`src/hdl/video_pkg.sv`:
```
// video subsystem package: display modes, memory word union, geometry types, palette nibbles
package video_pkg;

	// display modes
	typedef enum logic [1:0] {
		mode_zx = 2'h0,
		mode_hc = 2'h1,
		mode_xc = 2'h2,
		mode_tx = 2'h3
	} render_mode_t;

	// zx view, attributes in the upper half
	typedef struct packed {
		logic [15:0] atr;
		logic [15:0] gfx;
	} zx_word_t;

	// one memory word as seen by each renderer mode
	typedef union packed {
		zx_word_t         zx;
		logic [7:0][3:0]  hc;
		logic [3:0][7:0]  xc;
	} vram_word_t;

	// word address into video memory
	typedef logic [9:0] vram_addr_t;

	// output pixel
	typedef logic [7:0] pixel_t;

	// raster positions
	typedef logic [9:0] hpos_t;
	typedef logic [9:0] line_t;

	// upper palette nibbles
	localparam logic [3:0] zx_pal = 4'hF;
	localparam logic [3:0] hc_pal = 4'hE;

	// border uses the same upper nibble as zx
	localparam logic [3:0] bdr_pal = 4'hF;

endpackage

```
`src/hdl/video_render.sv`:
```
// pixel renderer: pixel counter, word latch, per-mode decode and border mix
`timescale 1ns/100ps

module video_render (
	input  logic                    clk,
	input  logic                    arst_n,
	input  logic                    pix_stb,
	input  logic                    pix_start,
	input  logic                    hvpix,
	input  video_pkg::render_mode_t render_mode,
	input  logic [3:0]              border,
	input  video_pkg::vram_word_t   word,
	output logic                    fetch,
	output video_pkg::pixel_t       vdata_out
);

	import video_pkg::*;

	logic [3:0] cnt;
	logic       last;
	vram_word_t data;

	logic       zx_dot;
	logic [7:0] zx_attr;
	pixel_t     zx_pix;
	pixel_t     hc_pix;
	pixel_t     xc_pix;
	pixel_t     tx_pix;
	pixel_t     pix;

	// last pixel of the latched word
	always_comb begin
		case (render_mode)
			mode_hc: last = &cnt[2:0];
			mode_xc: last = &cnt[1:0];
			default: last = &cnt;
		endcase
	end

	// first word at line start, then one per word boundary
	assign fetch = pix_stb & (pix_start | (hvpix & last));

	always_ff @(posedge clk or negedge arst_n) begin
		if (!arst_n) begin
			cnt <= '0;
		end else if (pix_stb) begin
			cnt <= pix_start ? '0 : cnt + 4'd1;
		end
	end

	always_ff @(posedge clk) begin
		if (fetch) begin
			data <= word;
		end
	end

	// zx: msb first in each gfx byte, low attr byte for the first 8 dots
	assign zx_dot  = data.zx.gfx[{cnt[3], ~cnt[2:0]}];
	assign zx_attr = cnt[3] ? data.zx.atr[15:8] : data.zx.atr[7:0];
	assign zx_pix  = {zx_pal, zx_attr[6], zx_dot ? zx_attr[2:0] : zx_attr[5:3]};

	// 16c: high nibble of each byte goes first
	assign hc_pix = {hc_pal, data.hc[{cnt[2:1], ~cnt[0]}]};

	// 256c: low byte first
	assign xc_pix = data.xc[cnt[1:0]];

	// text shares the zx dot path, fg in low nibble
	assign tx_pix = {hc_pal, zx_dot ? zx_attr[3:0] : zx_attr[7:4]};

	always_comb begin
		case (render_mode)
			mode_zx: pix = zx_pix;
			mode_hc: pix = hc_pix;
			mode_xc: pix = xc_pix;
			default: pix = tx_pix;
		endcase
	end

	assign vdata_out = hvpix ? pix : {bdr_pal, border};

endmodule

```
`config.mk`:
```
export PLATFORM = sky130hd
export DESIGN_NAME = video_render
export DESIGN_NICKNAME = d
export VERILOG_FILES = /design/src/hdl/video_pkg.sv /design/src/hdl/video_render.sv
export SDC_FILE = /design/constraint.sdc
export NUM_CORES = 1
export LEC_CHECK = 0
export ABC_CLOCK_PERIOD_IN_PS = 2800
export BUFFER_PORTS_ARGS = -buffer_cell sky130_fd_sc_hd__clkbuf_2
export CAP_MARGIN = 20
export CORE_ASPECT_RATIO = 0.6
export CORE_MARGIN = 2
export CORE_UTILIZATION = 48
export CTS_CLUSTER_SIZE = 25
export DETAILED_ROUTE_END_ITERATION = 10
export GPL_ROUTABILITY_DRIVEN = 1
export PLACE_DENSITY = 0.83
export SYNTH_ARGS = -nofsm -noshare
export SYNTH_HDL_FRONTEND = slang
export SYNTH_SLANG_ARGS = --single-unit
```
`constraint.sdc`:
```
create_clock -name clk -period 2.8 [get_ports clk]
set_input_delay 0.14 -clock clk [delete_from_list [all_inputs] [get_ports clk]]
set_output_delay 0.14 -clock clk [all_outputs]
set_load 0.03 [all_outputs]
```
# Word-level counts from Yosys, hierarchy flattened
# Cells that the tools add are included.
[op_classes]
addsub = 1
n_mux = 13
n_eq_ne = 2
order_cmp = 3
n_reduce_logical = 4
n_bitwise = 5
[op_table]
columns = ["operator", "count"]
rows = [
  ["$mux 8", 3],
  ["$pmux 8 s3", 1],
  ["$bmux 8 s2", 1],
  ["$bmux 4 s3", 1],
  ["$mux 4", 3],
  ["$lt 4x5->1 const B", 1],
  ["$add 4x1->4 const B", 1],
  ["$bmux 1 s4", 1],
  ["$lt 3x4->1 const B", 1],
  ["$reduce_and 4->1", 1],
  ["$lt 2x3->1 const B", 1],
  ["$mux 3", 1],
  ["$not 3->3", 1],
  ["$reduce_and 3->1", 1],
  ["$and 1x1->1", 2],
  ["$eq 2x1->1 const B", 1],
  ["$eq 2x2->1 const B", 1],
  ["$logic_not 2->1", 1],
  ["$pmux 1 s2", 1],
  ["$reduce_and 2->1", 1],
  ["$mux 1", 1],
  ["$not 1->1", 1],
  ["$or 1x1->1", 1],
]
[word_totals]
reg_bits = 36

# Logic depth before layout (Yosys ltp)
[logic_depth]
depth_word = 6
ltp_mapped = 9

# Worst setup path before layout
# Ideal clock, no wire load.
[synth_timing]
kind = "reg2reg"
startpoint = "reg cnt[3]"
endpoint = "reg data[0] (netlist bit) (enable)"
arrival_time_ns = 2.914
t_required_ns = 2.356
path_stages_with_launch = 6
n_path_buf = 1
setup_time_ns = 0.444
slack_ns = -0.557
synth_period_minus_slack_ns = 3.357
path_cell_list = "dfrtp_1 > clkbuf_1 > a31oi_1 > a21oi_1 > a21oi_1 > nor2b_1"
[synth_between]
elab_chain_cells = 5
[synth_lines]
columns = ["item", "line", "text"]
rows = [
  ["from (decl)", "video_render.sv:19", "logic [3:0] cnt;"],
  ["from (signal assigned)", "video_render.sv:47", "cnt <= pix_start ? '0 : cnt + 4'd1;"],
  ["$reduce_and 4->1", "video_render.sv:36", "default: last = &cnt;"],
  ["$pmux 1 s2", "video_render.sv:33", "case (render_mode)"],
  ["$and 1x1->1", "video_render.sv:41", "assign fetch = pix_stb & (pix_start | (hvpix & last));"],
  ["$or 1x1->1", "video_render.sv:41", ""],
  ["$and 1x1->1", "video_render.sv:41", ""],
  ["net fetch", "video_render.sv:13", "output logic fetch,"],
  ["to (signal assigned)", "video_render.sv:53", "data <= word;"],
  ["to (decl)", "video_render.sv:21", "vram_word_t data;"],
]
# The timed path passes the listed nets, and every way through them passes these cells.
# A chain may end at the register's enable or synchronous reset.

# Worst setup path in the final report
[layout_timing]
startpoint = "reg cnt[1]"
endpoint = "out vdata_out[2]"
[layout_between]
elab_chain_cells = 6
elab_cells_between_ends = 11
cone_classes = "10 x mux; 1 x bitwise"
[layout_lines]
columns = ["item", "line", "text"]
rows = [
  ["$not 3->3", "video_render.sv:58", "assign zx_dot = data.zx.gfx[{cnt[3], ~cnt[2:0]}];"],
  ["$bmux 1 s4", "video_render.sv:58", ""],
  ["$mux 1 (not written as such)", "video_render.sv:58", ""],
  ["$mux 4 / $mux 3 (equally long branches)", "video_render.sv:69, video_render.sv:60", ""],
  ["$pmux 8 s3 (*)", "video_render.sv:72", "case (render_mode)"],
  ["$mux 8 (*)", "video_render.sv:80", "assign vdata_out = hvpix ? pix : {bdr_pal, border};"],
  ["to (decl)", "video_render.sv:14", "output video_pkg::pixel_t vdata_out"],
]
# Every way passes the cells marked *; elsewhere a longest branch is shown, timed or not. The select of a mux whose other input is x is not followed.

==> reports/metrics.csv <==
metric,value,unit
Chip Height,56.5,um
most frequent cells in the layout,"clkbuf_2, edfxtp_1, nand2_1",
RePlAce Congestion,0.964,
Mean Syn Cell Area,12.9,um^2
"Cell Area, Placed",2570,um^2
Tmin final,2730,ps
CTS Buf Count,5,
Starting Density,49.2,%
# IOs,52,
max-slew violations,0,
P_leak,1.04,nW
CTS tree,yes,
pwr/cell area,563,nW/um^2
wire per inst,18.0,um
Worst-path clk slew,80,ps
DR iter-0 viols,223,
"Slowest-stage cell, CP",mux4_2,
number of max-cap violations,0,
crit path max fanout,7,
global route total overflow,0,
Worst Hold Path Cells,1,
register area share after synthesis,48.0,%
peak supply drop,0.337,mV
Critical Path RT,2660,ps
share of layout cells above drive strength 1,40.4,%
FF-to-FF setup slack,790,ps
Post-Route WL,5260,um
Most Crowded Layer GR,met1,
setup slack after layout,74.2,ps
met1 Usage GRT,33.3,%
Worst Hold Class,in -> reg,
leading area contributor after synthesis,edfxtp_1,
post-synthesis cell type count,36,
"most common cell after layout, fill and taps aside",clkbuf_2,
top cell family by delay on the critical path,compound AO/OA/AOI/OAI gates,
Die ar.,5180,um^2
Buf/Inv on CP,1,
R2R depth,8,
CTS Sinks,36,
die width,91.6,um
#FFs+latches synth,36,
met2 GRT Util,27.6,%
final hold vios,0,
final non-filler cell total,293,
worst-skew pair later-pin latency,290,ps
setup TNS,0,ps
Vias/cell,5.86,
ANT nets after route,0,
post-layout total power,1.50,mW
clk root buf,clkbuf_8,
Final Cell Area,2670,um^2
largest net degree at the start of global routing,34,
Slew headroom,66.8,%
M3 GR Usage,5.77,%
Crit path largest cell delay,550,ps
Place WS,284,ps
Final #Nets,278,
Setup Skew,7.66,ps
DP HPWL,3970,um
status,completed,
Synth Instances,171,
Post-Syn Area,2210,um^2
fill cell count,385,
Post-Place Cells,284,
drt drc,0,
RR Endpoint,data[3],
RSZ-0062 raised after global routing,no,
CP Class,reg -> out,
WHS Endpoint,data[15],
htree depth,2,
initial antenna violation count,0,
CP startpoint kind,register,
critical path capture point type,primary output,
number of post-CTS setup repair buffers,0,
total track usage,20.9,%
Worst Max-Slew Pin Slew,494,ps
crit path cell chain,mux4_2 > a211oi_2 > or2_4 > o311ai_1 > a211oi_1 > clkbuf_2,
final core occ,59.3,%
first-pass GRT wire length,8210,um
Core Rows,19,
Synth area leaders,"edfxtp_1, mux4_2, dfrtp_1, mux2i_1, nand2_1",
post-synth top area share,43.5,%
n_diodes,0,
count of final setup violators,0,
Pre-Repair DR Iteration Count,6,
crit share post-route,97.4,%
Worst R2R Start,cnt[1],
via count,1716,
WP data arrival,2590,ps
core area,4490,um^2
hold slack,22.3,ps
Layout area overhead,20.7,%
Post-Syn Nets,220,
Max Clock Freq,367,MHz
number of I/O port buffers,51,
clock tree buffer depth,2,
vias in the first global route,1594,
Yosys Warn Count,0,
HP Start,word[15],
-- registers in the layout, indices dropped and copies added, names as in the netlist --
name and count:
cnt 4, data 32
-- power breakdown --
group,total (mW),leakage (nW),internal (mW),switching (mW)
Clock,0.361,0.0388,0.173,0.188
Combinational,0.478,0.648,0.230,0.248
Sequential,0.661,0.351,0.622,0.0396
-- cell usage after synthesis (all sizes together) --
master  count
buf         7
o311ai      3
o22ai       4
mux2i       9
nor4        3
o32ai       1
o21bai      1
edfxtp     32
nand2b      3
a221o       3
a31oi       1
o221ai      1
nand3       4
inv        10
or2         1
and2        3
nor2        2
a211oi      4
o21ai       7
nor2b       4
a21oi       6
nand3b      2
nand2      22
nor3        2
mux4       17
nor3b       1
dfrtp       4
o31ai       1
mux2        3
ha          6
a222oi      1
clkbuf      3
-- worst reg2reg max path, stage by stage (launching register included) --
cell and delay, ps:
dfrtp_1 480, buf_4 220, ha_1 200, ha_1 150
nand2_1 50, a21oi_1 130, a21oi_1 90, nor2b_2 160
buf_12 210
-- kinds of logic after synthesis --
kind of cell / after synthesis / synth area share [%]
compound gates: 33 / 10.7
flops: 36 / 48.0
buf+inv: 20 / 4.31
mux: 29 / 22.9
simple gates: 47 / 10.7
fa+ha+maj: 6 / 3.40
-- repair_timing --
| item | CTS | global route |
|---|---|---|
| hold endpoints to repair | 4 | 0 |
| pin swaps | 0 | 0 |
| setup endpoints to repair | 2 | 4 |
| cloned | 0 | 0 |
| resized for setup | 1 | 2 |
| hold buffers | 1 | 0 |
-- worst max-delay path by stage --
stage                     startpoint            to  slack [ps]  cells past startpoint
final                         cnt[1]  vdata_out[2]          70                      6
after global routing          cnt[1]  vdata_out[2]           7                      8
after CTS                     cnt[1]  vdata_out[3]          40                      6
after detailed placement      cnt[2]  vdata_out[3]         280                      6
after global placement        cnt[2]  vdata_out[3]         350                      6
after floorplan               cnt[3]       data[0]         220                      5
-- per-layer routing --
layer	share of wire, %	vias to the layer above
met3	10	8
met5	0	-
met1	47	824
met4	1.3	0
met2	42	101
li1	-	783
-- final cells by class --
class / instances / area, um^2 / area share, %
clock buffers: 6 / 72.6 / 2.72
clock inverters: 2 / 11.3 / 0.422
inverters: 10 / 37.5 / 1.41
flip-flops and latches: 36 / 1060 / 39.9
multi-input cells: 115 / 1060 / 39.7
repair buffers: 61 / 345 / 13.0
well taps: 63 / 78.8 / 2.96
Note: power is estimated with default switching activity, not from simulation.
