File: src/hdl/video_pkg.sv
// video subsystem package: display modes, memory word union, geometry types, palette nibbles
package video_pkg;

	// display modes
	typedef enum logic [1:0] {
		mode_zx = 2'h0,
		mode_hc = 2'h1,
		mode_xc = 2'h2,
		mode_tx = 2'h3
	} render_mode_t;

	// zx view, attributes in the upper half
	typedef struct packed {
		logic [15:0] atr;
		logic [15:0] gfx;
	} zx_word_t;

	// one memory word as seen by each renderer mode
	typedef union packed {
		zx_word_t         zx;
		logic [7:0][3:0]  hc;
		logic [3:0][7:0]  xc;
	} vram_word_t;

	// word address into video memory
	typedef logic [9:0] vram_addr_t;

	// output pixel
	typedef logic [7:0] pixel_t;

	// raster positions
	typedef logic [9:0] hpos_t;
	typedef logic [9:0] line_t;

	// upper palette nibbles
	localparam logic [3:0] zx_pal = 4'hF;
	localparam logic [3:0] hc_pal = 4'hE;

	// border uses the same upper nibble as zx
	localparam logic [3:0] bdr_pal = 4'hF;

endpackage

File: src/hdl/vram_if.sv
// memory requester port interface with requester and arbiter modports
`timescale 1ns/100ps

interface vram_if;

	import video_pkg::*;

	logic       req;
	logic       we;
	vram_addr_t addr;
	vram_word_t wdata;
	logic       gnt;
	// valid the cycle after gnt on a read
	vram_word_t rdata;

	modport requester (
		output req, we, addr, wdata,
		input  gnt, rdata
	);

	modport arbiter (
		input  req, we, addr, wdata,
		output gnt, rdata
	);

endinterface

File: src/hdl/video_fetch.sv
// line address generator with a one-word prefetch buffer for the renderer
`timescale 1ns/100ps

module video_fetch #(
	parameter int h_active = 64
) (
	input  logic                    clk,
	input  logic                    arst_n,
	input  video_pkg::render_mode_t render_mode,
	input  logic                    line_start,
	input  video_pkg::line_t        line,
	input  logic                    fetch,
	vram_if.requester               mem,
	output video_pkg::vram_word_t   word
);

	import video_pkg::*;

	vram_addr_t wpl;
	vram_addr_t addr;
	logic       req;
	logic       cap;

	// words per line, from pixels per word of each mode
	always_comb begin
		case (render_mode)
			mode_hc: wpl = vram_addr_t'(h_active / 8);
			mode_xc: wpl = vram_addr_t'(h_active / 4);
			default: wpl = vram_addr_t'(h_active / 16);
		endcase
	end

	// read only port
	assign mem.req   = req;
	assign mem.we    = 1'b0;
	assign mem.addr  = addr;
	assign mem.wdata = '0;

	always_ff @(posedge clk or negedge arst_n) begin
		if (!arst_n) begin
			req  <= 1'b0;
			cap  <= 1'b0;
			addr <= '0;
		end else begin
			cap <= req & mem.gnt;
			if (line_start) begin
				addr <= vram_addr_t'(line * wpl);
				req  <= 1'b1;
			end else if (fetch) begin
				// renderer took the buffer, go for the next one
				addr <= addr + vram_addr_t'(1);
				req  <= 1'b1;
			end else if (mem.gnt) begin
				req <= 1'b0;
			end
		end
	end

	always_ff @(posedge clk) begin
		if (cap) begin
			word <= mem.rdata;
		end
	end

endmodule

File: src/flat_wrapper.sv
// flat-port wrapper written by rule: the top's interface ports become plain ports
module video_fetch_flat import video_pkg::*;
#(
	parameter int h_active = 64
)
  (clk, arst_n, render_mode, line_start, line, fetch, word, mem_req, mem_we, mem_addr, mem_wdata, mem_gnt, mem_rdata);
  vram_if mem_i ();
  input  logic clk;
  input  logic arst_n;
  input  video_pkg::render_mode_t render_mode;
  input  logic line_start;
  input  video_pkg::line_t line;
  input  logic fetch;
  output video_pkg::vram_word_t word;
  output wire logic [$bits(mem_i.req)-1:0] mem_req;
  output wire logic [$bits(mem_i.we)-1:0] mem_we;
  output wire logic [$bits(mem_i.addr)-1:0] mem_addr;
  output wire logic [$bits(mem_i.wdata)-1:0] mem_wdata;
  input wire logic [$bits(mem_i.gnt)-1:0] mem_gnt;
  input wire logic [$bits(mem_i.rdata)-1:0] mem_rdata;
  assign mem_req = mem_i.req;
  assign mem_we = mem_i.we;
  assign mem_addr = mem_i.addr;
  assign mem_wdata = mem_i.wdata;
  assign mem_i.gnt = mem_gnt;
  assign mem_i.rdata = mem_rdata;
  video_fetch #(.h_active(h_active)) u_core (.clk(clk), .arst_n(arst_n), .render_mode(render_mode), .line_start(line_start), .line(line), .fetch(fetch), .mem(mem_i), .word(word));
endmodule
File: config.mk
export PLATFORM = sky130hd
export DESIGN_NAME = video_fetch_flat
export DESIGN_NICKNAME = d
export VERILOG_FILES = /design/src/hdl/video_pkg.sv /design/src/hdl/vram_if.sv /design/src/hdl/video_fetch.sv /design/src/flat_wrapper.sv
export SDC_FILE = /design/constraint.sdc
export NUM_CORES = 1
export LEC_CHECK = 0
export BUFFER_PORTS_ARGS = -buffer_cell sky130_fd_sc_hd__buf_2
export CORE_MARGIN = 2
export CORE_UTILIZATION = 40
export CTS_CLUSTER_DIAMETER = 50
export DETAILED_ROUTE_END_ITERATION = 8
export HOLD_SLACK_MARGIN = 0.12
export PLACE_DENSITY = 0.72
export SLEW_MARGIN = 20
export SYNTH_ARGS = -nofsm -noshare
export SYNTH_HDL_FRONTEND = slang
export SYNTH_SLANG_ARGS = --single-unit
File: constraint.sdc
create_clock -name clk -period 1.9 [get_ports clk]
set_clock_uncertainty 0.05 [all_clocks]
set_input_delay 0.38 -clock clk [delete_from_list [all_inputs] [get_ports clk]]
set_output_delay 0.38 -clock clk [all_outputs]
set_load 0.01 [all_outputs]
=== Word level (Yosys, flattened, before mapping) ===
Cells that the tools add are included.

* Register bits after elaboration: 44
* Input bits: 49
* Logic and storage cells: 17

* Add/sub/neg operators: 1
* Multipliers: 1
* Equal/unequal tests: 2
* Multiplexer cells: 6
* Bitwise operators: 1
* Reduce and logical (&&, ||, !) cells: 2

{| class="wikitable"
|+ Operators by type and width
! cell !! number
|-
| $mux 10 || 2
|-
| $add 10x1->10 const B || 1
|-
| $mul 10x5->10 || 1
|-
| $pmux 5 s2 || 1
|-
| $mux 1 || 3
|-
| $reduce_bool 3->1 || 1
|-
| $eq 2x1->1 const B || 1
|-
| $eq 2x2->1 const B || 1
|-
| $reduce_bool 2->1 || 1
|-
| $and 1x1->1 || 1
|}

=== Longest topological paths before layout ===
Gate-level depths: netlist (run 1).

* Word-level depth: 4
* Depth in mapped cells: 13
* Gate-level depth less buffers: 13

=== Worst setup path before layout (run 1) ===
OpenSTA, ideal clock, no wires.

* Kind: input to register
* From: in render_mode[0]
* To: reg u_core.addr[9], in the netlist u_core.mem.addr[9]
* Setup time: 0.079 ns
* Arrival: 3.046 ns
* Required time: 1.771 ns
* Path slack: -1.276 ns
* Stages on the path: 11
* Cells stage by stage: inv_1 -> ha_1 -> and2_1 -> fa_1 -> ha_1 -> ha_1 -> ha_1 -> a21o_1 -> a21oi_1 -> xnor3_1 -> mux2i_1

* Longest elaborated chain between the ends: 4
* Elaborated cells between the ends (all ways): 5

{| class="wikitable"
|+ Ends and longest elaborated chain
! what !! line !! source
|-
| start: declaration || flat_wrapper.sv:10 || <nowiki>input video_pkg::render_mode_t render_mode;</nowiki>
|-
| $eq 2x2->1 / $eq 2x1->1 (equally long branches) || video_fetch.sv:26 || <nowiki>case (render_mode)</nowiki>
|-
| $pmux 5 s2 (*) || video_fetch.sv:26 ||
|-
| $mul 10x5->10 (*) || video_fetch.sv:47 || <nowiki>addr <= vram_addr_t'(line * wpl);</nowiki>
|-
| $mux 10 (*) || video_fetch.sv:46 || <nowiki>if (line_start) begin</nowiki>
|-
| end signal: assignment || video_fetch.sv:47 ||
|-
| end signal: assignment || video_fetch.sv:51 || <nowiki>addr <= addr + vram_addr_t'(1);</nowiki>
|-
| end: declaration || video_fetch.sv:20 || <nowiki>vram_addr_t addr;</nowiki>
|}

Every way passes the cells marked *; elsewhere a longest branch is shown, timed or not.
A chain may end at the register's enable or synchronous reset.

=== Final worst setup path (run 1) ===
Same ends and word-level chain as after synthesis.

==> results.py, run 1 <==
metrics = {
    "grt": {
        "grt_pass1_wl_um": 7169,
        "grt_antenna_before_repair": 0,
        "met3_usage_pct": 2.921,
        "grt_pass1_vias": 1528,
        "top_usage_layer": "met2",
        "grt_max_degree": 33,
        "use_met2_pct": 27.33,
        "grt_use_total_pct": 14.79,
        "grt_use_met1_pct": 16.73,
        "grt_overflow": 0,
    },
    "final_layout": {
        "ff_latch_area_um2": 1261,
        "nNetsFinal": 358,
        "antenna_cells": 0,
        "fill_cells": 482,
        "fin_cells": 360,
        "synthToLayoutAreaGrowth_pct": 33.03,
        "final_cell_area_um2": 3089,
        "drive_gt1_share_pct": 46.88,
        "multi_input_area_um2": 1031,
    },
    "setup_path": {
        "critPathSlowestCell": "fa_1",
        "critPathKind": "primary input to register",
        "required_ps": 2070,
        "cp-end-kind": "register",
        "r2r-start": "u_core.mem.addr[0]$_DFFE_PN0P_",
        "crit_path_frequent_cell": "ha_4",
        "rrSetupSlack_ps": 580,
        "r2r_cells": 4,
        "cp-start-kind": "primary input",
        "slowest_delay_ps": 440,
        "path_cells": "buf_8, inv_8, ha_4, and2_4, fa_1, ha_4, ha_4, ha_1, a21o_1, a21oi_2, xnor3_1, mux2i_1",
        "worst-path-max-fanout": 6,
        "rr_endpoint": "u_core.mem.addr[4]$_DFFE_PN0P_",
        "crit_arrival_ps": 2740,
    },
    "synthesis": {
        "synth_area_per_cell_um2": 12.62,
        "syn_inst": 184,
        "synthSimpleGateAreaFrac_pct": 8.621,
        "synthMuxAreaShare_pct": 1.293,
        "synth_xor_area_share_pct": 6.466,
        "synth_warnings": 0,
        "synth_fa_ha_area_share_pct": 13.79,
        "netlist_area_um2": 2322,
        "ys_top_cells_by_area": "edfxtp_1 41%, dfrtp_1 13%, buf_4 11%",
        "synth_seq_area_share_pct": 54.31,
        "post-synth-top-area-cell": "edfxtp_1",
        "synthDominantCellAreaShare_pct": 41.38,
        "synth_compound_area_share_pct": 2.047,
        "synth_cell_types": 24,
        "synth-seq-cells": 44,
        "synth_top_family_by_area": "adder cells",
    },
    "routing": {
        "vias": 1568,
        "drc": 0,
        "finalWirelength_um": 4778,
        "drt-pass1-iter-count": 4,
        "drt_iter0_markers": 51,
        "routedWlPerCell_um": 13.27,
        "antenna_left": 0,
        "via_per_inst": 4.356,
    },
    "power": {
        "vdd_ir_drop_max_mv": 0.4225,
        "pwr_density_cell_nw_per_um2": 748.9,
        "power_leakage_nw": 1.477,
        "combPwrFrac_pct": 22.3,
        "pwr-share-clk_pct": 26.7,
        "seq_power_share_pct": 50.9,
        "power.switching_uw": 648.5,
        "intPower_mw": 1.665,
        "p_sw_share_pct": 28.03,
    },
    "sta": {
        "finalHoldViolCount": 0,
        "setup_viol": 5,
        "fmax_mhz": 388.6,
        "final.setup.worst_slack_ps": -673.6,
        "period_share_pct": 135.5,
        "rsz0062_at_grt": "true",
        "tns_ps": -2180,
        "drv_slew": 0,
        "fin_crit_ps": 2574,
    },
    "place": {
        "place_congestion": 0.7208,
        "io_buffers": 89,
        "hpwl_um": 3605,
        "placed_area_um2": 2819,
        "dp_cells": 350,
    },
    "min_path": {
        "hp-class": "primary input to register",
        "min_from": "mem_rdata[9]",
        "hold_depth": 1,
        "whs_endpoint": "u_core.word[9]$_DFFE_PP_",
    },
    "outcome": {
        "status": "finished, violations left",
        "violations": "setup timing",
    },
    "die": {
        "fp.coreArea_um2": 5540,
        "die_w_um": 80.20,
        "rows": 27,
        "io_pins": 125,
        "die_y_um": 80.20,
        "start_util_pct": 41.92,
        "design.die.area_um2": 6431,
    },
    "clock_tree": {
        "root_buffer": "clkbuf_8",
        "numClockSinks": 44,
        "cts_htree_levels": 2,
        "path_clk_slew_ps": 80,
        "clk_latency_ps": 290,
        "clock_path_buffers": 2,
        "cts_tree": "done",
        "cts_buffers": 5,
    },
    "run": {
        "cap_violations": 0,
    },
}
state kept, by name, indices dropped and copies added, names as in the netlist:
register / cells
u_core.mem.addr: 10
u_core.mem.req: 1
u_core.word: 32
u_core.cap: 1
Yosys cell counts:
cell type,instances
a21oi_1,1
mux2i_1,3
and3_1,3
edfxtp_1,32
conb_1,1
buf_4,33
nand2_1,21
xnor2_1,2
nand3_1,6
dfrtp_1,12
and2_1,4
nand4_1,2
o21ai_0,7
ha_1,16
and2_2,2
xnor3_1,2
xor2_1,10
a21o_1,1
and4_1,1
fa_1,6
nor2_1,3
buf_2,1
clkbuf_1,2
inv_1,13
power by group through the flow:
stage,logic [mW],registers (mW),clock network (mW)
3_5_place_dp,0.444,1.20,0
6_report,0.517,1.18,0.618
5_1_grt,0.574,1.19,0.670
3_3_place_gp,0.436,1.19,0
2_1_floorplan,0.246,1.24,0
4_1_cts,0.491,1.18,0.636
cell usage in the layout, fill, tap and decap left out, types with 2 or more instances in the layout:
master    synthesis  layout
ha_4              0      10
clkbuf_8          0       6
buf_4            33       8
dfrtp_1          12      12
nand3_1           6       6
nand4_1           2       2
xnor3_1           2       2
nand2_1          21      18
mux2i_1           3       3
and3_1            3       3
and2_1            4       3
xor2_1           10      10
nand2_2           0       2
nor2_1            3       3
inv_1            13       6
inv_2             0       6
fa_1              6       5
buf_6             0       3
buf_2             1      87
and2_2            2       2
ha_1             16       4
ha_2              0       2
edfxtp_1         32      32
o21ai_0           7       4
o21ai_1           0       3
conb_1            1      33
worst max-delay path: cells and delay by family:
family	cells	cell delay, ps
buffers and inverters	2	120
adders and majority gates	5	1470
and+or+nand+nor	1	150
AOI/OAI and AO/OA	2	270
muxes	1	130
xor gates and xnor gates	1	210
layout make-up:
type	count	area share, %
flip-flops and latches	44	40.83
multi-input cells	123	33.37
repair buffers	100	17.94
well taps	72	2.916
clock buffers	6	2.673
inverters	13	1.823
clock inverters	2	0.4455
metal layers:
layer  vias up  wire length, um
met5         -                0
met4         0               68
met3         7              251
met2        57             2629
met1       752             1828
li1        752                -
logic make-up (layout without fill, tap and decap cells):
family,count (synthesis),after routing
flip-flops,44,44
multiplexers,3,3
adder cells (fa/ha/maj),22,22
XOR/XNOR,14,14
AO/OA/AOI/OAI,9,9
AND/OR/NAND/NOR,42,42
other,1,33
buffers and inverters,49,121
worst max-delay path by stage:
stage / depth (start not counted) / from / slack [ps] / endpoint
after floorplan: 11 / render_mode[0] / -860 / u_core.mem.addr[9]$_DFFE_PN0P_
after global placement: 12 / render_mode[0] / -1080 / u_core.mem.addr[9]$_DFFE_PN0P_
after detailed placement: 12 / render_mode[0] / -1110 / u_core.mem.addr[9]$_DFFE_PN0P_
after CTS: 12 / render_mode[0] / -670 / u_core.mem.addr[9]$_DFFE_PN0P_
after global routing: 12 / render_mode[0] / -800 / u_core.mem.addr[9]$_DFFE_PN0P_
final: 12 / render_mode[0] / -670 / u_core.mem.addr[9]$_DFFE_PN0P_
through the flow:
step / hold slack, ps / utilization [%] / total power [mW] / setup WS, ps
after CTS: 198.5 / 54.79 / 2.307 / -669.1
after floorplan: 34.41 / - / 1.489 / -859.6
final: 206.0 / 55.76 / 2.314 / -673.6
after global routing: 196.0 / 55.76 / 2.434 / -796.2
after detailed placement: 225.9 / 50.88 / 1.642 / -1113
after global placement: 223.4 / 50.88 / 1.631 / -1082
repair_timing:
item | CTS | global route
hold buffers | 1 | 0
buffers inserted | 0 | 1
pin swaps | 10 | 4
resized for setup | 20 | 14
setup endpoints to repair | 5 | 5
hold endpoints to repair | 12 | 0
(Power assumes the default switching activity.)
==> run 2, diff against run 1 <==
==> constraint.sdc (replaced) <==
create_clock -name clk -period 2.5 [get_ports clk]
set_clock_uncertainty 0.05 [all_clocks]
set_input_delay 0.5 -clock clk [delete_from_list [all_inputs] [get_ports clk]]
set_output_delay 0.5 -clock clk [all_outputs]
set_load 0.01 [all_outputs]
==> results.py, run 2 (same netlist as run 1, synthesis figures left out) <==
metrics = {
    "outcome": {
        "status": "finished, violations left",
        "violations": "setup timing",
    },
    "clock_tree": {
        "cts_htree_levels": 2,
        "clock_path_buffers": 2,
        "numClockSinks": 44,
        "clk_latency_ps": 290,
        "cts_setup_buffers": 0,
        "root_buffer": "clkbuf_8",
        "path_clk_slew_ps": 90,
        "cts_tree": "done",
        "cts_buffers": 5,
    },
    "final_layout": {
        "nNetsFinal": 354,
        "reg_top3": "u_core.word (32), u_core.mem.addr (10)",
        "antenna_cells": 0,
        "fill_cells": 474,
        "fin_cells": 356,
        "synthToLayoutAreaGrowth_pct": 32.97,
        "final_cell_mix": "87 x buf_2, 33 x conb_1, 32 x edfxtp_1",
        "drive_gt1_share_pct": 45.42,
        "final_common_cell": "buf_2",
        "largest_register_ffs": 32,
        "top_register": "u_core.word",
    },
    "place": {
        "io_buffers": 89,
        "pre_cts_ws_ps": -657.0,
        "hpwl_um": 3541,
        "dp_cells": 347,
        "place_congestion": 0.7645,
    },
    "sta": {
        "finalHoldViolCount": 0,
        "hold_ws_ps": 325.2,
        "drv_slew": 0,
        "rsz0062_at_grt": "true",
        "tns_ps": -412.9,
        "fin_crit_ps": 2721,
        "setup_viol": 3,
        "final.setup.worst_slack_ps": -220.6,
        "fmax_mhz": 367.6,
        "period_share_pct": 108.8,
    },
    "routing": {
        "drc": 0,
        "finalWirelength_um": 4510,
        "vias": 1567,
        "drt_iter0_markers": 78,
        "via_per_inst": 4.402,
        "routedWlPerCell_um": 12.67,
        "antenna_left": 0,
        "drt-pass1-iter-count": 4,
    },
    "min_path": {
        "hp-class": "primary input to register",
    },
    "die": {
        "die_y_um": 80.20,
        "rows": 27,
        "io_pins": 125,
        "fp.coreArea_um2": 5540,
        "start_util_pct": 41.92,
        "design.die.area_um2": 6431,
        "die_w_um": 80.20,
    },
    "power": {
        "vdd_ir_drop_max_mv": 0.4062,
        "pwr_density_cell_nw_per_um2": 593.8,
        "power_mw": 1.834,
        "power_leakage_nw": 1.457,
    },
    "grt": {
        "grt_use_total_pct": 14.55,
        "grt_pass1_wl_um": 7176,
        "grt_pass1_vias": 1538,
        "grt_antenna_before_repair": 0,
        "grt_overflow": 0,
        "grt_max_degree": 29,
    },
    "setup_path": {
        "worst-path-max-fanout": 6,
        "critPathSlowestCell": "fa_1",
        "slowest_delay_ps": 570,
        "cp-start-kind": "primary input",
        "cp_top_family": "adder cells",
        "critPathKind": "primary input to register",
        "path_cells": "buf_6, inv_2, ha_4, and2_2, fa_1, ha_4, ha_4, ha_4, a21o_1, a21oi_2, xnor3_1, mux2i_1",
        "cp-end-kind": "register",
        "crit_path_frequent_cell": "ha_4",
        "required_ps": 2670,
        "path_buf_inv": 2,
        "crit_arrival_ps": 2890,
    },
    "run": {
        "cap_violations": 0,
    },
}
## run 2: where the power goes
group | leakage [nW] | internal, mW | switching (mW)
clock network | 0.0548 | 0.301 | 0.248
logic | 0.944 | 0.187 | 0.202
registers | 0.458 | 0.852 | 0.0435
## run 2: layer usage
layer | vias to the layer above | global-route usage (%) | wire [um]
met5 | - | 0 | 0
met4 | 0 | 6.102 | 91
met3 | 11 | 3.820 | 312
met2 | 67 | 25.50 | 2438
met1 | 742 | 16.73 | 1668
li1 | 747 | - | -
## run 2: worst reg2reg max path: cells and delay by family, from the launching register on
kind / cells / cell delay, ps
AO/OA/AOI/OAI: 1 / 160
flip-flops: 1 / 470
adder cells (fa/ha/maj): 1 / 290
XOR/XNOR: 1 / 150
AND/OR/NAND/NOR: 1 / 110
## run 2: worst paths after layout
check | startpoint | endpoint | slack (ps) | depth (start not counted)
hold reg to reg | u_core.mem.req$_DFFE_PN0P_ | u_core.cap$_DFF_PN0_ | 460 | 1
setup / recovery | render_mode[1] | u_core.mem.addr[9]$_DFFE_PN0P_ | -220 | 12
setup reg to reg | u_core.mem.addr[0]$_DFFE_PN0P_ | u_core.mem.addr[6]$_DFFE_PN0P_ | 1180 | 4
hold / removal | mem_rdata[1] | u_core.word[1]$_DFFE_PP_ | 330 | 1
min in group asynchronous | arst_n | u_core.mem.req$_DFFE_PN0P_ | 570 | 2
max in group asynchronous | arst_n | u_core.mem.addr[6]$_DFFE_PN0P_ | 1610 | 2
## run 2: cell type report
cell class,instances,area (um^2),area share [%]
repair buffers,96,516.7,16.73
flip-flops and latches,44,1261,40.84
well taps,72,90.09,2.917
inverters,13,56.30,1.823
multi-input cells,123,1049,33.95
clock inverters,3,46.29,1.499
clock buffers,5,68.82,2.229
## run 2: repair_timing
item,4_1_cts,5_1_grt
pin swaps,13,6
hold buffers,1,0
endpoints found under the hold margin,12,0
setup endpoints to repair,3,3
resized for setup,20,8
## run 2: per-stage QoR
stage | util (%) | instance area (um^2)
after CTS | 54.83 | 3038
after detailed placement | 50.47 | 2796
after global routing | 55.74 | 3088
after global placement | 50.47 | 2796
final | 55.74 | 3088
after floorplan | - | 2476
