==> src/hdl/video_pkg.sv <==
// video subsystem package: display modes, memory word union, geometry types, palette nibbles
package video_pkg;

	// display modes
	typedef enum logic [1:0] {
		mode_zx = 2'h0,
		mode_hc = 2'h1,
		mode_xc = 2'h2,
		mode_tx = 2'h3
	} render_mode_t;

	// zx view, attributes in the upper half
	typedef struct packed {
		logic [15:0] atr;
		logic [15:0] gfx;
	} zx_word_t;

	// one memory word as seen by each renderer mode
	typedef union packed {
		zx_word_t         zx;
		logic [7:0][3:0]  hc;
		logic [3:0][7:0]  xc;
	} vram_word_t;

	// word address into video memory
	typedef logic [9:0] vram_addr_t;

	// output pixel
	typedef logic [7:0] pixel_t;

	// raster positions
	typedef logic [9:0] hpos_t;
	typedef logic [9:0] line_t;

	// upper palette nibbles
	localparam logic [3:0] zx_pal = 4'hF;
	localparam logic [3:0] hc_pal = 4'hE;

	// border uses the same upper nibble as zx
	localparam logic [3:0] bdr_pal = 4'hF;

endpackage

==> src/hdl/video_sync.sv <==
// pixel strobe divider and raster counters with line start, pixel start, active flag and syncs
`timescale 1ns/100ps

module video_sync #(
	parameter int h_active = 64,
	parameter int h_total  = 96,
	parameter int v_active = 8,
	parameter int v_total  = 12
) (
	input  logic             clk,
	input  logic             arst_n,
	input  logic             hires,
	output logic             pix_stb,
	output logic             pix_start,
	output logic             hvpix,
	output logic             line_start,
	output logic             hsync,
	output logic             vsync,
	output video_pkg::line_t line
);

	import video_pkg::*;

	// pixel start sits one strobe before the first shown pixel,
	// the last pixel lands on the final column of the line
	localparam int px_start = h_total - h_active - 1;
	localparam int hs_beg   = 4;
	localparam int hs_end   = 12;
	localparam int vs_beg   = v_active + 1;
	localparam int vs_end   = v_active + 3;

	logic [1:0] div;
	hpos_t      hcnt;
	line_t      vcnt;
	logic       h_last;
	logic       v_last;
	logic       h_act;
	logic       v_act;

	// 1 of 2 clocks in hires, 1 of 4 in lores
	assign pix_stb = hires ? div[0] : &div;

	assign h_last = hcnt == hpos_t'(h_total - 1);
	assign v_last = vcnt == line_t'(v_total - 1);
	assign v_act  = vcnt < line_t'(v_active);
	assign h_act  = hcnt >= hpos_t'(px_start) && hcnt < hpos_t'(px_start + h_active);

	assign pix_start  = pix_stb & v_act & (hcnt == hpos_t'(px_start));
	assign line_start = pix_stb & v_act & (hcnt == '0);
	assign line       = vcnt;

	always_ff @(posedge clk or negedge arst_n) begin
		if (!arst_n) begin
			div <= '0;
		end else begin
			div <= div + 2'd1;
		end
	end

	// counters and registered flags move on the strobe only
	always_ff @(posedge clk or negedge arst_n) begin
		if (!arst_n) begin
			hcnt  <= '0;
			vcnt  <= '0;
			hvpix <= 1'b0;
			hsync <= 1'b0;
			vsync <= 1'b0;
		end else if (pix_stb) begin
			hcnt <= h_last ? '0 : hcnt + hpos_t'(1);
			if (h_last) begin
				vcnt <= v_last ? '0 : vcnt + line_t'(1);
			end
			// delayed by one strobe against the pixel counter
			hvpix <= v_act & h_act;
			hsync <= hcnt >= hpos_t'(hs_beg) && hcnt < hpos_t'(hs_end);
			vsync <= vcnt >= line_t'(vs_beg) && vcnt < line_t'(vs_end);
		end
	end

endmodule

==> config.mk <==
export PLATFORM = sky130hd
export DESIGN_NAME = video_sync
export DESIGN_NICKNAME = d
export VERILOG_FILES = /design/src/hdl/video_pkg.sv /design/src/hdl/video_sync.sv
export SDC_FILE = /design/constraint.sdc
export NUM_CORES = 1
export LEC_CHECK = 0
export BUFFER_PORTS_ARGS = -buffer_cell sky130_fd_sc_hd__buf_2
export CELL_PAD_IN_SITES_DETAIL_PLACEMENT = 0
export CELL_PAD_IN_SITES_GLOBAL_PLACEMENT = 1
export CORE_MARGIN = 3
export CORE_UTILIZATION = 35
export DETAILED_ROUTE_END_ITERATION = 10
export PLACE_DENSITY = 0.75
export SLEW_MARGIN = 40
export SYNTH_ARGS = -nofsm -noshare
export SYNTH_HDL_FRONTEND = slang
export SYNTH_SLANG_ARGS = --single-unit
==> constraint.sdc <==
create_clock -name clk -period 2.2 [get_ports clk]
set_clock_uncertainty 0.2 [all_clocks]
set_input_delay 0.44 -clock clk [delete_from_list [all_inputs] [get_ports clk]]
set_output_delay 0.44 -clock clk [all_outputs]
set_load 0.01 [all_outputs]
* Word-level counts from Yosys, hierarchy flattened
Cells that the tools add are included.
** Word-level totals
- Register bits after elaboration :: 25
- Input bits :: 3
- Logic and storage cells :: 32
- Output and inout port bits :: 16
** Operators by class
- Order comparisons :: 7
- Muxes and demuxes :: 3
- Bitwise logic cells :: 4
- Add/sub/neg operators :: 3
- Reductions and logical operators :: 6
- Equality and inequality tests :: 3
** Operator list (number)
- less-than comparator 10 x 4 -> 1 bit (second input constant) :: 3
- adder 10 x 1 -> 10 bit (second input constant) :: 2
- two-way mux 10 bit :: 2
- == test 10 x 4 -> 1 bit (second input constant) :: 1
- == test 10 x 5 -> 1 bit (second input constant) :: 1
- == test 10 x 7 -> 1 bit (second input constant) :: 1
- greater-or-equal comparator 10 x 3 -> 1 bit (second input constant) :: 1
- greater-or-equal comparator 10 x 4 -> 1 bit (second input constant) :: 1
- greater-or-equal comparator 10 x 5 -> 1 bit (second input constant) :: 1
- logical NOT 10 bit :: 1
- less-than comparator 10 x 7 -> 1 bit (second input constant) :: 1
- AND 1 bit :: 4
- AND reduction 2 bit :: 2
- logical AND 1 bit :: 3
- adder 2 x 1 -> 2 bit (second input constant) :: 1
- two-way mux 1 bit :: 1

* Logic depth before layout (Yosys ltp)
Gate-level depths: netlist (run 1).
- Depth after elaboration :: 4
- Depth in mapped cells :: 7
- Gate-level depth less buffers :: 6

* Least setup slack after synthesis (run 1)
No wires, ideal clock.
- Path kind :: register to output
- Start point :: register vcnt[8] (netlist: line[8])
- End point :: output pix_start
- Data required time :: 1.560 ns
- Cell stages (with the launch flop) :: 4
- Path buffers :: 0
- Slack :: 0.111 ns
- Data arrival time :: 1.449 ns
- Cells stage by stage :: dfrtp_1 -> nor4_2 -> nand4_1 -> nor4_1
** Between the ends
- Longest elaborated chain between the ends :: 3
** Ends and longest elaborated chain
- start, declared :: line video_sync.sv:34 : line_t vcnt;
- start signal, assigned :: line video_sync.sv:71 : vcnt <= v_last ? '0 : vcnt + line_t'(1);
- less-than comparator 10 x 4 -> 1 bit :: line video_sync.sv:45 : assign v_act = vcnt < line_t'(v_active);
- AND 1 bit (2 in a row) :: line video_sync.sv:48 : assign pix_start = pix_stb & v_act & (hcnt == hpos_t'(px_start));
- end, declared :: line video_sync.sv:14 : output logic pix_start,
No other way between the ends.

* Final worst setup path (run 1)
- Start point :: register vcnt[8] (netlist: line[8])
- End point :: output line_start
** Between the ends
- Longest elaborated chain between the ends :: 3
** Ends and longest elaborated chain
- less-than comparator 10 x 4 -> 1 bit :: line video_sync.sv:45
- AND 1 bit (2 in a row) :: line video_sync.sv:49 : assign line_start = pix_stb & v_act & (hcnt == '0);
- end, declared :: line video_sync.sv:16 : output logic line_start,
No other way between the ends.

==> impl_metrics.env, run 1 <==
export IMPL_synth_cell_type_count=38
export IMPL_fp_dieH_um=68.8
export IMPL_async_reset_ff_frac=1.00
export IMPL_grt_pass1_vias=966
export IMPL_irDropWorstVdd_uv=365
export IMPL_finalHoldViolations=0
export IMPL_cts_tree="done"
export IMPL_antenna_left=0
export IMPL_power_density_nw_per_um2=687
export IMPL_cp_arrival_ps=1540
export IMPL_synth_edff_count=0
export IMPL_cts_sinks=25
export IMPL_synthFlopType="dfrtp_1"
export IMPL_maxCapViolations=0
export IMPL_hold_class="reg -> reg"
export IMPL_placed_area_sq_um=1530
export IMPL_yosys_warnings=0
export IMPL_final_cell_mix="25 x dfrtp_1, 17 x buf_2, 11 x nor2_1"
export IMPL_core_area_sq_um=3740
export IMPL_gp_congestion=0.803
export IMPL_p_switching_w=0.000368
export IMPL_final_util=0.433
export IMPL_clock_fmax_mhz=459
export IMPL_netlist_area_sq_um=1380
export IMPL_diodes=0
export IMPL_rsz0062_at_grt="true"
export IMPL_root_buffer="clkbuf_8"
export IMPL_yosysTopAreaCell="dfrtp_1"
export IMPL_antenna_found_initial=0
export IMPL_syn_inst=137
export IMPL_area_growth_pct=17.4
export IMPL_cp_num_buf_inv=2
export IMPL_ys_top_cells_by_area="dfrtp_1 45%, ha_1 5.4%, nand4_1 4.5%"
export IMPL_clk_pin_slew_ps=90
export IMPL_p_leak_nw=0.751
export IMPL_crit_slowest_cell="dfrtp_1"
export IMPL_cp_end_kind="output port"
export IMPL_drc=0
export IMPL_relSlewSlack=0.630
export IMPL_cts_buffers_inserted=3
export IMPL_maxSlewViolCount=0
export IMPL_required_ps=1560
export IMPL_synth_seq_area_share=0.453
export IMPL_cp_max_fo=2
export IMPL_p_clk_frac=0.250
export IMPL_timing_final_crit_period_ps=2180
export IMPL_seqPwrFrac=0.554
export IMPL_viasPerCell=5.09
export IMPL_synth_top_cell_area_share=0.453
export IMPL_synth_nets=146
export IMPL_synth_seq_cells=25
export IMPL_crit_family="simple AND/OR/NAND/NOR gates"
export IMPL_drt_initial_drc_count=49
export IMPL_worstMarginPinSlew_ps=554
export IMPL_routedWlPerCell_um=13.1
export IMPL_fin_nets=171
export IMPL_crit_chain="nor4_4 > nand4_1 > buf_4 > nor2_4 > buf_6"
export IMPL_hpwl_mm=2.03
export IMPL_rows=22
export IMPL_start_util=0.369
export IMPL_fin_tns_setup_ps=0
export IMPL_cts_htree_levels=1
export IMPL_insertion_delay_ps=270
export IMPL_max_stage_delay_ps=410
export IMPL_final_common_cell="dfrtp_1"
export IMPL_syn_avg_cell_area_sq_um=10.1
export IMPL_drive_above_1_share=0.267
export IMPL_pwr_share_comb=0.196
export IMPL_die_area_sq_um=4740
export IMPL_p_int_w=0.000745
export IMPL_setup_violations_final=0
export IMPL_finalWirelength_mm=2.75
export IMPL_grt_max_degree=26
export IMPL_fin_crit_sh=0.990
export IMPL_io_pins=19
export IMPL_die_w_um=68.8
export IMPL_drtPass1Iterations=4
export IMPL_swShare=0.331
export IMPL_fin_area_sq_um=1620
export IMPL_start_kind="flip-flop"
export IMPL_grt_overflow_total=0
export IMPL_track_usage=0.127
export IMPL_port_buffers=18
export IMPL_clockBufferDepth=2
export IMPL_vias=1063
export IMPL_grt_pass1_wl_mm=4.46
export IMPL_outcome="finished clean"
export IMPL_crit_type="reg -> out"
-- final cells by class --
type	instances	area [sq um]
clock buffers	3	41.3
clock inverters	1	7.51
fillers	387	2120
inverters	7	26.3
multi-input cells	98	694
flip-flops and latches	25	626
well taps	48	60.1
repair buffers	27	166
-- metal layers --
layer  global-route usage  part of all wire  vias to the layer above
met5                    0                 0                        -
met4               0.0535             0.019                        0
met3               0.0324             0.043                        6
met2                0.190              0.46                       25
met1                0.175              0.48                      499
li1                     -                 -                      533
-- metrics by stage --
step	total power [W]	std cells	setup WS [ps]	hold slack, ps
after global placement	0.000831	203	225	251
after CTS	0.00112	209	-27.7	286
after global routing	0.00119	209	-97.7	306
final	0.00111	209	22.3	281
after floorplan	0.000791	137	111	-55.6
after detailed placement	0.000838	203	155	261
-- synth_stat cells (all sizes together), types with 2 or more instances --
cell   number
and4        4
xor2        5
and3        2
nand2       9
buf         6
nor2b       2
o21ai       8
nand4      10
nor3        7
nand3      11
mux2        3
inv         7
xnor2       6
dfrtp      25
nor4        2
ha          6
nor2       12
-- what timing repair did --
action / CTS / global route
endpoints found under the hold margin: 25 / 0
pin swaps: 2 / 1
resized for setup: 3 / 2
setup endpoints to repair: 1 / 2
setup buffers: 1 / 0
hold buffers: 1 / 0
-- power groups by stage --
stage                     combinational, W  clock [W]  sequential, W
after floorplan                   0.000231          0       0.000560
after global placement            0.000209          0       0.000622
after detailed placement          0.000214          0       0.000624
after CTS                         0.000218   0.000288       0.000614
after global routing              0.000254   0.000310       0.000629
final                             0.000218   0.000278       0.000617
-- path summary, 6_finish.rpt --
kind,start,end,slack (ps),cells after the start
worst min register to register,div[0],div[0],280,1
worst max register to register,div[0],line[7],210,7
min in group asynchronous,arst_n,hvpix,480,2
worst min-delay path,div[0],div[0],280,1
max in group asynchronous,arst_n,line[1],950,2
worst max-delay path,line[8],line_start,20,5
-- cells by family (layout without fill, tap and decap cells) --
logic type | after synthesis | count (layout) | share of synthesized area
xor+xnor | 11 | 11 | 0.0697
simple gates | 61 | 61 | 0.255
buf+inv | 14 | 38 | 0.0580
flops | 25 | 25 | 0.453
fa+ha+maj | 6 | 6 | 0.0543
compound gates | 16 | 16 | 0.0725
mux | 4 | 4 | 0.0371
-- sequential cells by signal, summed over array words and instances, names as in the netlist --
name,flops
hcnt,10
line,10
div,2
hsync,1
hvpix,1
vsync,1
No activity file was read; power rests on OpenSTA's default activity.
==> run 2, diff against run 1 <==
- clock period: 2.2 -> 2.4 ns (I/O delays scaled with it)
==> run 2 against run 1 <==
Compared with the run above:
- the flow now finishes with violations (hold timing)
- total power fell by 10%
- cell count fell by 1.9%
- routed wire length fell by 2.0%
- combinational power fell by 14%
- clock power fell by 11%
- largest power group unchanged
==> impl_metrics.env, run 2 (synthesis results as in run 1) <==
export IMPL_track_usage=0.131
export IMPL_final_common_cell="dfrtp_1"
export IMPL_cts_tree="done"
export IMPL_timing_final_crit_period_ps=2290
export IMPL_irDropWorstVdd_uv=371
export IMPL_start_kind="flip-flop"
export IMPL_final_cell_mix="23 x dfrtp_1, 18 x buf_2, 12 x nor2_1"
export IMPL_cp_arrival_ps=1610
export IMPL_gp_congestion=0.830
export IMPL_setup_violations_final=0
export IMPL_finalWirelength_mm=2.69
export IMPL_crit_chain="nor4_4 > nand4_1 > nor4_1 > buf_2"
export IMPL_antenna_found_initial=0
export IMPL_crit_slowest_cell="dfrtp_2"
export IMPL_whs_ps=-7.09
export IMPL_viasPerCell=5.14
export IMPL_antenna_left=0
export IMPL_cts_sinks=25
export IMPL_clock_fmax_mhz=437
export IMPL_die_w_um=68.8
export IMPL_insertion_delay_ps=270
export IMPL_routedWlPerCell_um=13.1
export IMPL_vias=1054
export IMPL_p_leak_nw=0.730
export IMPL_grt_pass1_wl_mm=4.70
export IMPL_clk_pin_slew_ps=90
export IMPL_fillers=396
export IMPL_crit_type="reg -> out"
export IMPL_die_area_sq_um=4740
export IMPL_cp_max_fo=5
export IMPL_maxSlewViolCount=0
export IMPL_grt_max_degree=26
export IMPL_hpwl_mm=2.03
export IMPL_drc=0
export IMPL_outcome="finished, violations left"
export IMPL_area_growth_pct=13.8
export IMPL_rsz0062_at_grt="false"
export IMPL_required_ps=1720
export IMPL_fin_ws_ps=110
export IMPL_start_util=0.369
export IMPL_dp_slack_ps=276
export IMPL_power_density_nw_per_um2=637
export IMPL_grt_overflow_total=0
export IMPL_port_buffers=18
export IMPL_hold_class="in -> async"
export IMPL_cp_end_kind="output port"
export IMPL_max_stage_delay_ps=450
export IMPL_violations="hold timing"
export IMPL_maxCapViolations=0
export IMPL_clockBufferDepth=2
export IMPL_cts_buffers_inserted=3
export IMPL_fin_crit_sh=0.954
export IMPL_cts_htree_levels=1
export IMPL_drtPass1Iterations=4
export IMPL_core_area_sq_um=3740
export IMPL_regArea_sq_um=628
export IMPL_rows=22
export IMPL_fin_nets=167
export IMPL_drive_above_1_share=0.248
export IMPL_relSlewSlack=0.631
export IMPL_drt_initial_drc_count=45
export IMPL_finalHoldViolations=13
export IMPL_fin_tns_setup_ps=0
export IMPL_grt_pass1_vias=966
export IMPL_fp_dieH_um=68.8
export IMPL_root_buffer="clkbuf_8"
export IMPL_multi_input_area_sq_um=684
export IMPL_io_pins=19
export IMPL_diodes=0
export IMPL_worstMarginPinSlew_ps=554
==> run 2: routing by layer <==
layer / global-route usage / up-vias / routed length (um)
li1: - / 526 / -
met1: 0.201 / 510 / 1350
met2: 0.187 / 16 / 1250
met3: 0.0243 / 2 / 64
met4: 0.0365 / 0 / 24
met5: 0 / - / 0
==> run 2: worst paths after layout <==
check,start,end,slack [ps],cells after the start
max,line[8],pix_start,110,4
max reg2reg,div[0],line[7],410,7
min in group clk,div[0],div[0],270,1
max in group asynchronous,arst_n,line[6],1600,1
min reg2reg,div[0],div[0],270,1
min,arst_n,hcnt[5],-7,1
==> run 2: report_power, final <==
group | total (W) | switching [W] | leakage [nW] | internal [W]
Sequential | 0.000565 | 0.0000902 | 0.308 | 0.000475
Combinational | 0.000188 | 0.0000991 | 0.400 | 0.0000890
Clock | 0.000248 | 0.000129 | 0.0228 | 0.000119
==> run 2: worst max-delay path: cells and delay by family, from the launching register on <==
| kind | cells | cell delay, ps |
|---|---|---|
| buffers and inverters | 1 | 180 |
| AND/OR/NAND/NOR | 3 | 720 |
| flip-flops | 1 | 450 |
==> run 2: layout make-up <==
| cell class | count | area share |
|---|---|---|
| Clock buffer | 4 | 0.0287 |
| Inverter | 7 | 0.0167 |
| Multi-Input combinational cell | 98 | 0.436 |
| Sequential cell | 25 | 0.400 |
| Tap cell | 48 | 0.0382 |
| Timing Repair Buffer | 23 | 0.0812 |
==> run 2: through the flow <==
step / std cells / total power (W) / area [sq um] / util
floorplan: 137 / 0.000725 / 1380 / -
global placement: 200 / 0.000761 / 1510 / 0.403
detailed placement: 200 / 0.000763 / 1510 / 0.403
CTS: 204 / 0.00101 / 1560 / 0.417
global route: 205 / 0.00109 / 1570 / 0.420
finish: 205 / 0.00100 / 1570 / 0.420
==> run 2: what timing repair did <==
item | CTS | global route
setup endpoints to repair | 1 | 1
pin swaps | 0 | 2
buffers inserted | 0 | 1
gates resized for setup | 1 | 2
hold buffers | 0 | 0
==> run 3, diff against run 2 <==
- CTS_BUF_LIST: unset -> sky130_fd_sc_hd__clkbuf_2
==> run 3 against run 2 <==
Compared with the run above:
- the flow now finishes without violations
- flip-flop and latch count stayed put
- fmax is 3.7% lower
- worst setup slack worse by 88 ps
- non-clock buffer count is 2 higher
- critical path depth stayed put
- design area is 0.32% lower
- hold slack better by 290 ps
- die area stayed put
- clock-buffer cell count stayed put
- total power is 7.3% lower
- sequential power hardly changed
- combinational power is 2% higher
- largest power group unchanged
==> impl_metrics.env, run 3 (synthesis results as in run 1) <==
export IMPL_hold_class="reg -> reg"
export IMPL_final_cell_mix="23 x dfrtp_1, 18 x buf_2, 11 x nor2_1"
export IMPL_maxCapViolations=0
export IMPL_port_buffers=18
export IMPL_regArea_sq_um=628
export IMPL_start_kind="flip-flop"
export IMPL_cp_end_kind="output port"
export IMPL_start_util=0.369
export IMPL_cp_max_fo=3
export IMPL_worstMarginPinSlew_ps=568
export IMPL_setup_violations_final=0
export IMPL_die_w_um=68.8
export IMPL_fp_dieH_um=68.8
export IMPL_track_usage=0.135
export IMPL_io_pins=19
export IMPL_drc=0
export IMPL_grt_overflow_total=0
export IMPL_fillers=398
export IMPL_finalHoldViolations=0
export IMPL_required_ps=1720
export IMPL_drtPass1Iterations=4
export IMPL_rows=22
export IMPL_finalWirelength_mm=2.73
export IMPL_area_growth_pct=13.4
export IMPL_fin_nets=169
export IMPL_fin_crit_sh=0.991
export IMPL_cts_tree="done"
export IMPL_maxSlewViolCount=0
export IMPL_core_area_sq_um=3740
export IMPL_antenna_left=0
export IMPL_fin_tns_setup_ps=0
export IMPL_cts_buffers_inserted=3
export IMPL_timing_final_crit_period_ps=2380
export IMPL_vias=1072
export IMPL_critPathLaunch="line[9]"
export IMPL_clk_pin_slew_ps=220
export IMPL_multi_input_area_sq_um=687
export IMPL_grt_pass1_wl_mm=4.76
export IMPL_final_common_cell="dfrtp_1"
export IMPL_antenna_found_initial=0
export IMPL_drt_initial_drc_count=62
export IMPL_min_from="div[0]"
export IMPL_grt_pass1_vias=980
export IMPL_irDropWorstVdd_uv=349
export IMPL_outcome="finished clean"
export IMPL_clockBufferDepth=2
export IMPL_whs_path_depth=1
export IMPL_cts_htree_levels=1
export IMPL_cp_arrival_ps=1700
export IMPL_cts_sinks=25
export IMPL_gp_congestion=0.830
export IMPL_hpwl_mm=2.03
export IMPL_viasPerCell=5.18
export IMPL_root_buffer="clkbuf_2"
export IMPL_final_util=0.418
export IMPL_r2r_start="div[0]"
export IMPL_routedWlPerCell_um=13.2
export IMPL_crit_type="reg -> out"
export IMPL_p_leak_nw=0.734
export IMPL_relSlewSlack=0.621
export IMPL_diodes=0
export IMPL_power_density_nw_per_um2=592
export IMPL_drive_above_1_share=0.264
export IMPL_grt_max_degree=26
export IMPL_insertion_delay_ps=360
export IMPL_clock_fmax_mhz=420
export IMPL_rsz0062_at_grt="true"
export IMPL_die_area_sq_um=4740
export IMPL_reg2reg_depth=7
[run 3: changes by cell type in the layout (fill, tap and decap cells not counted)]
cell and change:
clkbuf_8 -3, clkbuf_1 -1, dlygate4sd3_1 +1, nor2_2 +1, nor2_1 -1, buf_4 +1
clkbuf_2 +4
[run 3: power by group]
group / switching [W] / leakage, nW / internal, W
Sequential: 0.0000903 / 0.308 / 0.000475
Combinational: 0.000102 / 0.409 / 0.0000902
Clock: 0.000126 / 0.0166 / 0.0000440
Total: 0.000318 / 0.734 / 0.000609
[run 3: layer usage]
metal  global-route usage  part of all wire  wire (um)  up-vias
met2                0.190              0.46       1260       29
met3               0.0243             0.035         95        4
met5                    0                 0          0        -
met1                0.202              0.49       1330      506
li1                     -                 -          -      533
met4               0.0584             0.015         40        0
[run 3: timing repair]
item / CTS / global route
gates resized for setup: 1 / 3
endpoints found under the setup margin: 1 / 2
endpoints found under the hold margin: 25 / 0
hold buffers: 1 / 0
pin swaps: 4 / 1
buffers inserted: 1 / 1
[run 3: final cells by class]
cell class	instances	share of cell area
clock buffer	4	0.0128
inverter	7	0.0168
multi-input combinational	98	0.438
sequential	25	0.401
tap	48	0.0383
timing repair buffer	25	0.0927
[run 3: worst max-delay path, cell delays in order (launching register included)]
cell and delay, ps:
dfrtp_2 490, nor4_4 320, nand4_1 180, nor4_1 200, buf_2 180
[run 3: through the flow]
stage | instances | worst slack (ps) | total power (W) | area, sq um | hold WS [ps]
2_1_floorplan | 137 | 265 | 0.000725 | 1380 | -15.6
3_3_place_gp | 200 | 324 | 0.000761 | 1510 | 252
3_5_place_dp | 200 | 276 | 0.000763 | 1510 | 260
4_1_cts | 206 | -22.4 | 0.000935 | 1550 | 287
5_1_grt | 207 | -108 | 0.00101 | 1570 | 304
6_report | 207 | 21.8 | 0.000927 | 1570 | 279
[run 3: worst paths after layout]
| check | endpoint | slack, ps |
|---|---|---|
| max in group asynchronous | line[6] | 1180 |
| setup reg to reg | line[7] | 400 |
| hold reg to reg | div[0] | 280 |
| hold / removal | div[0] | 280 |
| min in group asynchronous | hcnt[5] | 410 |
| setup / recovery | pix_start | 20 |
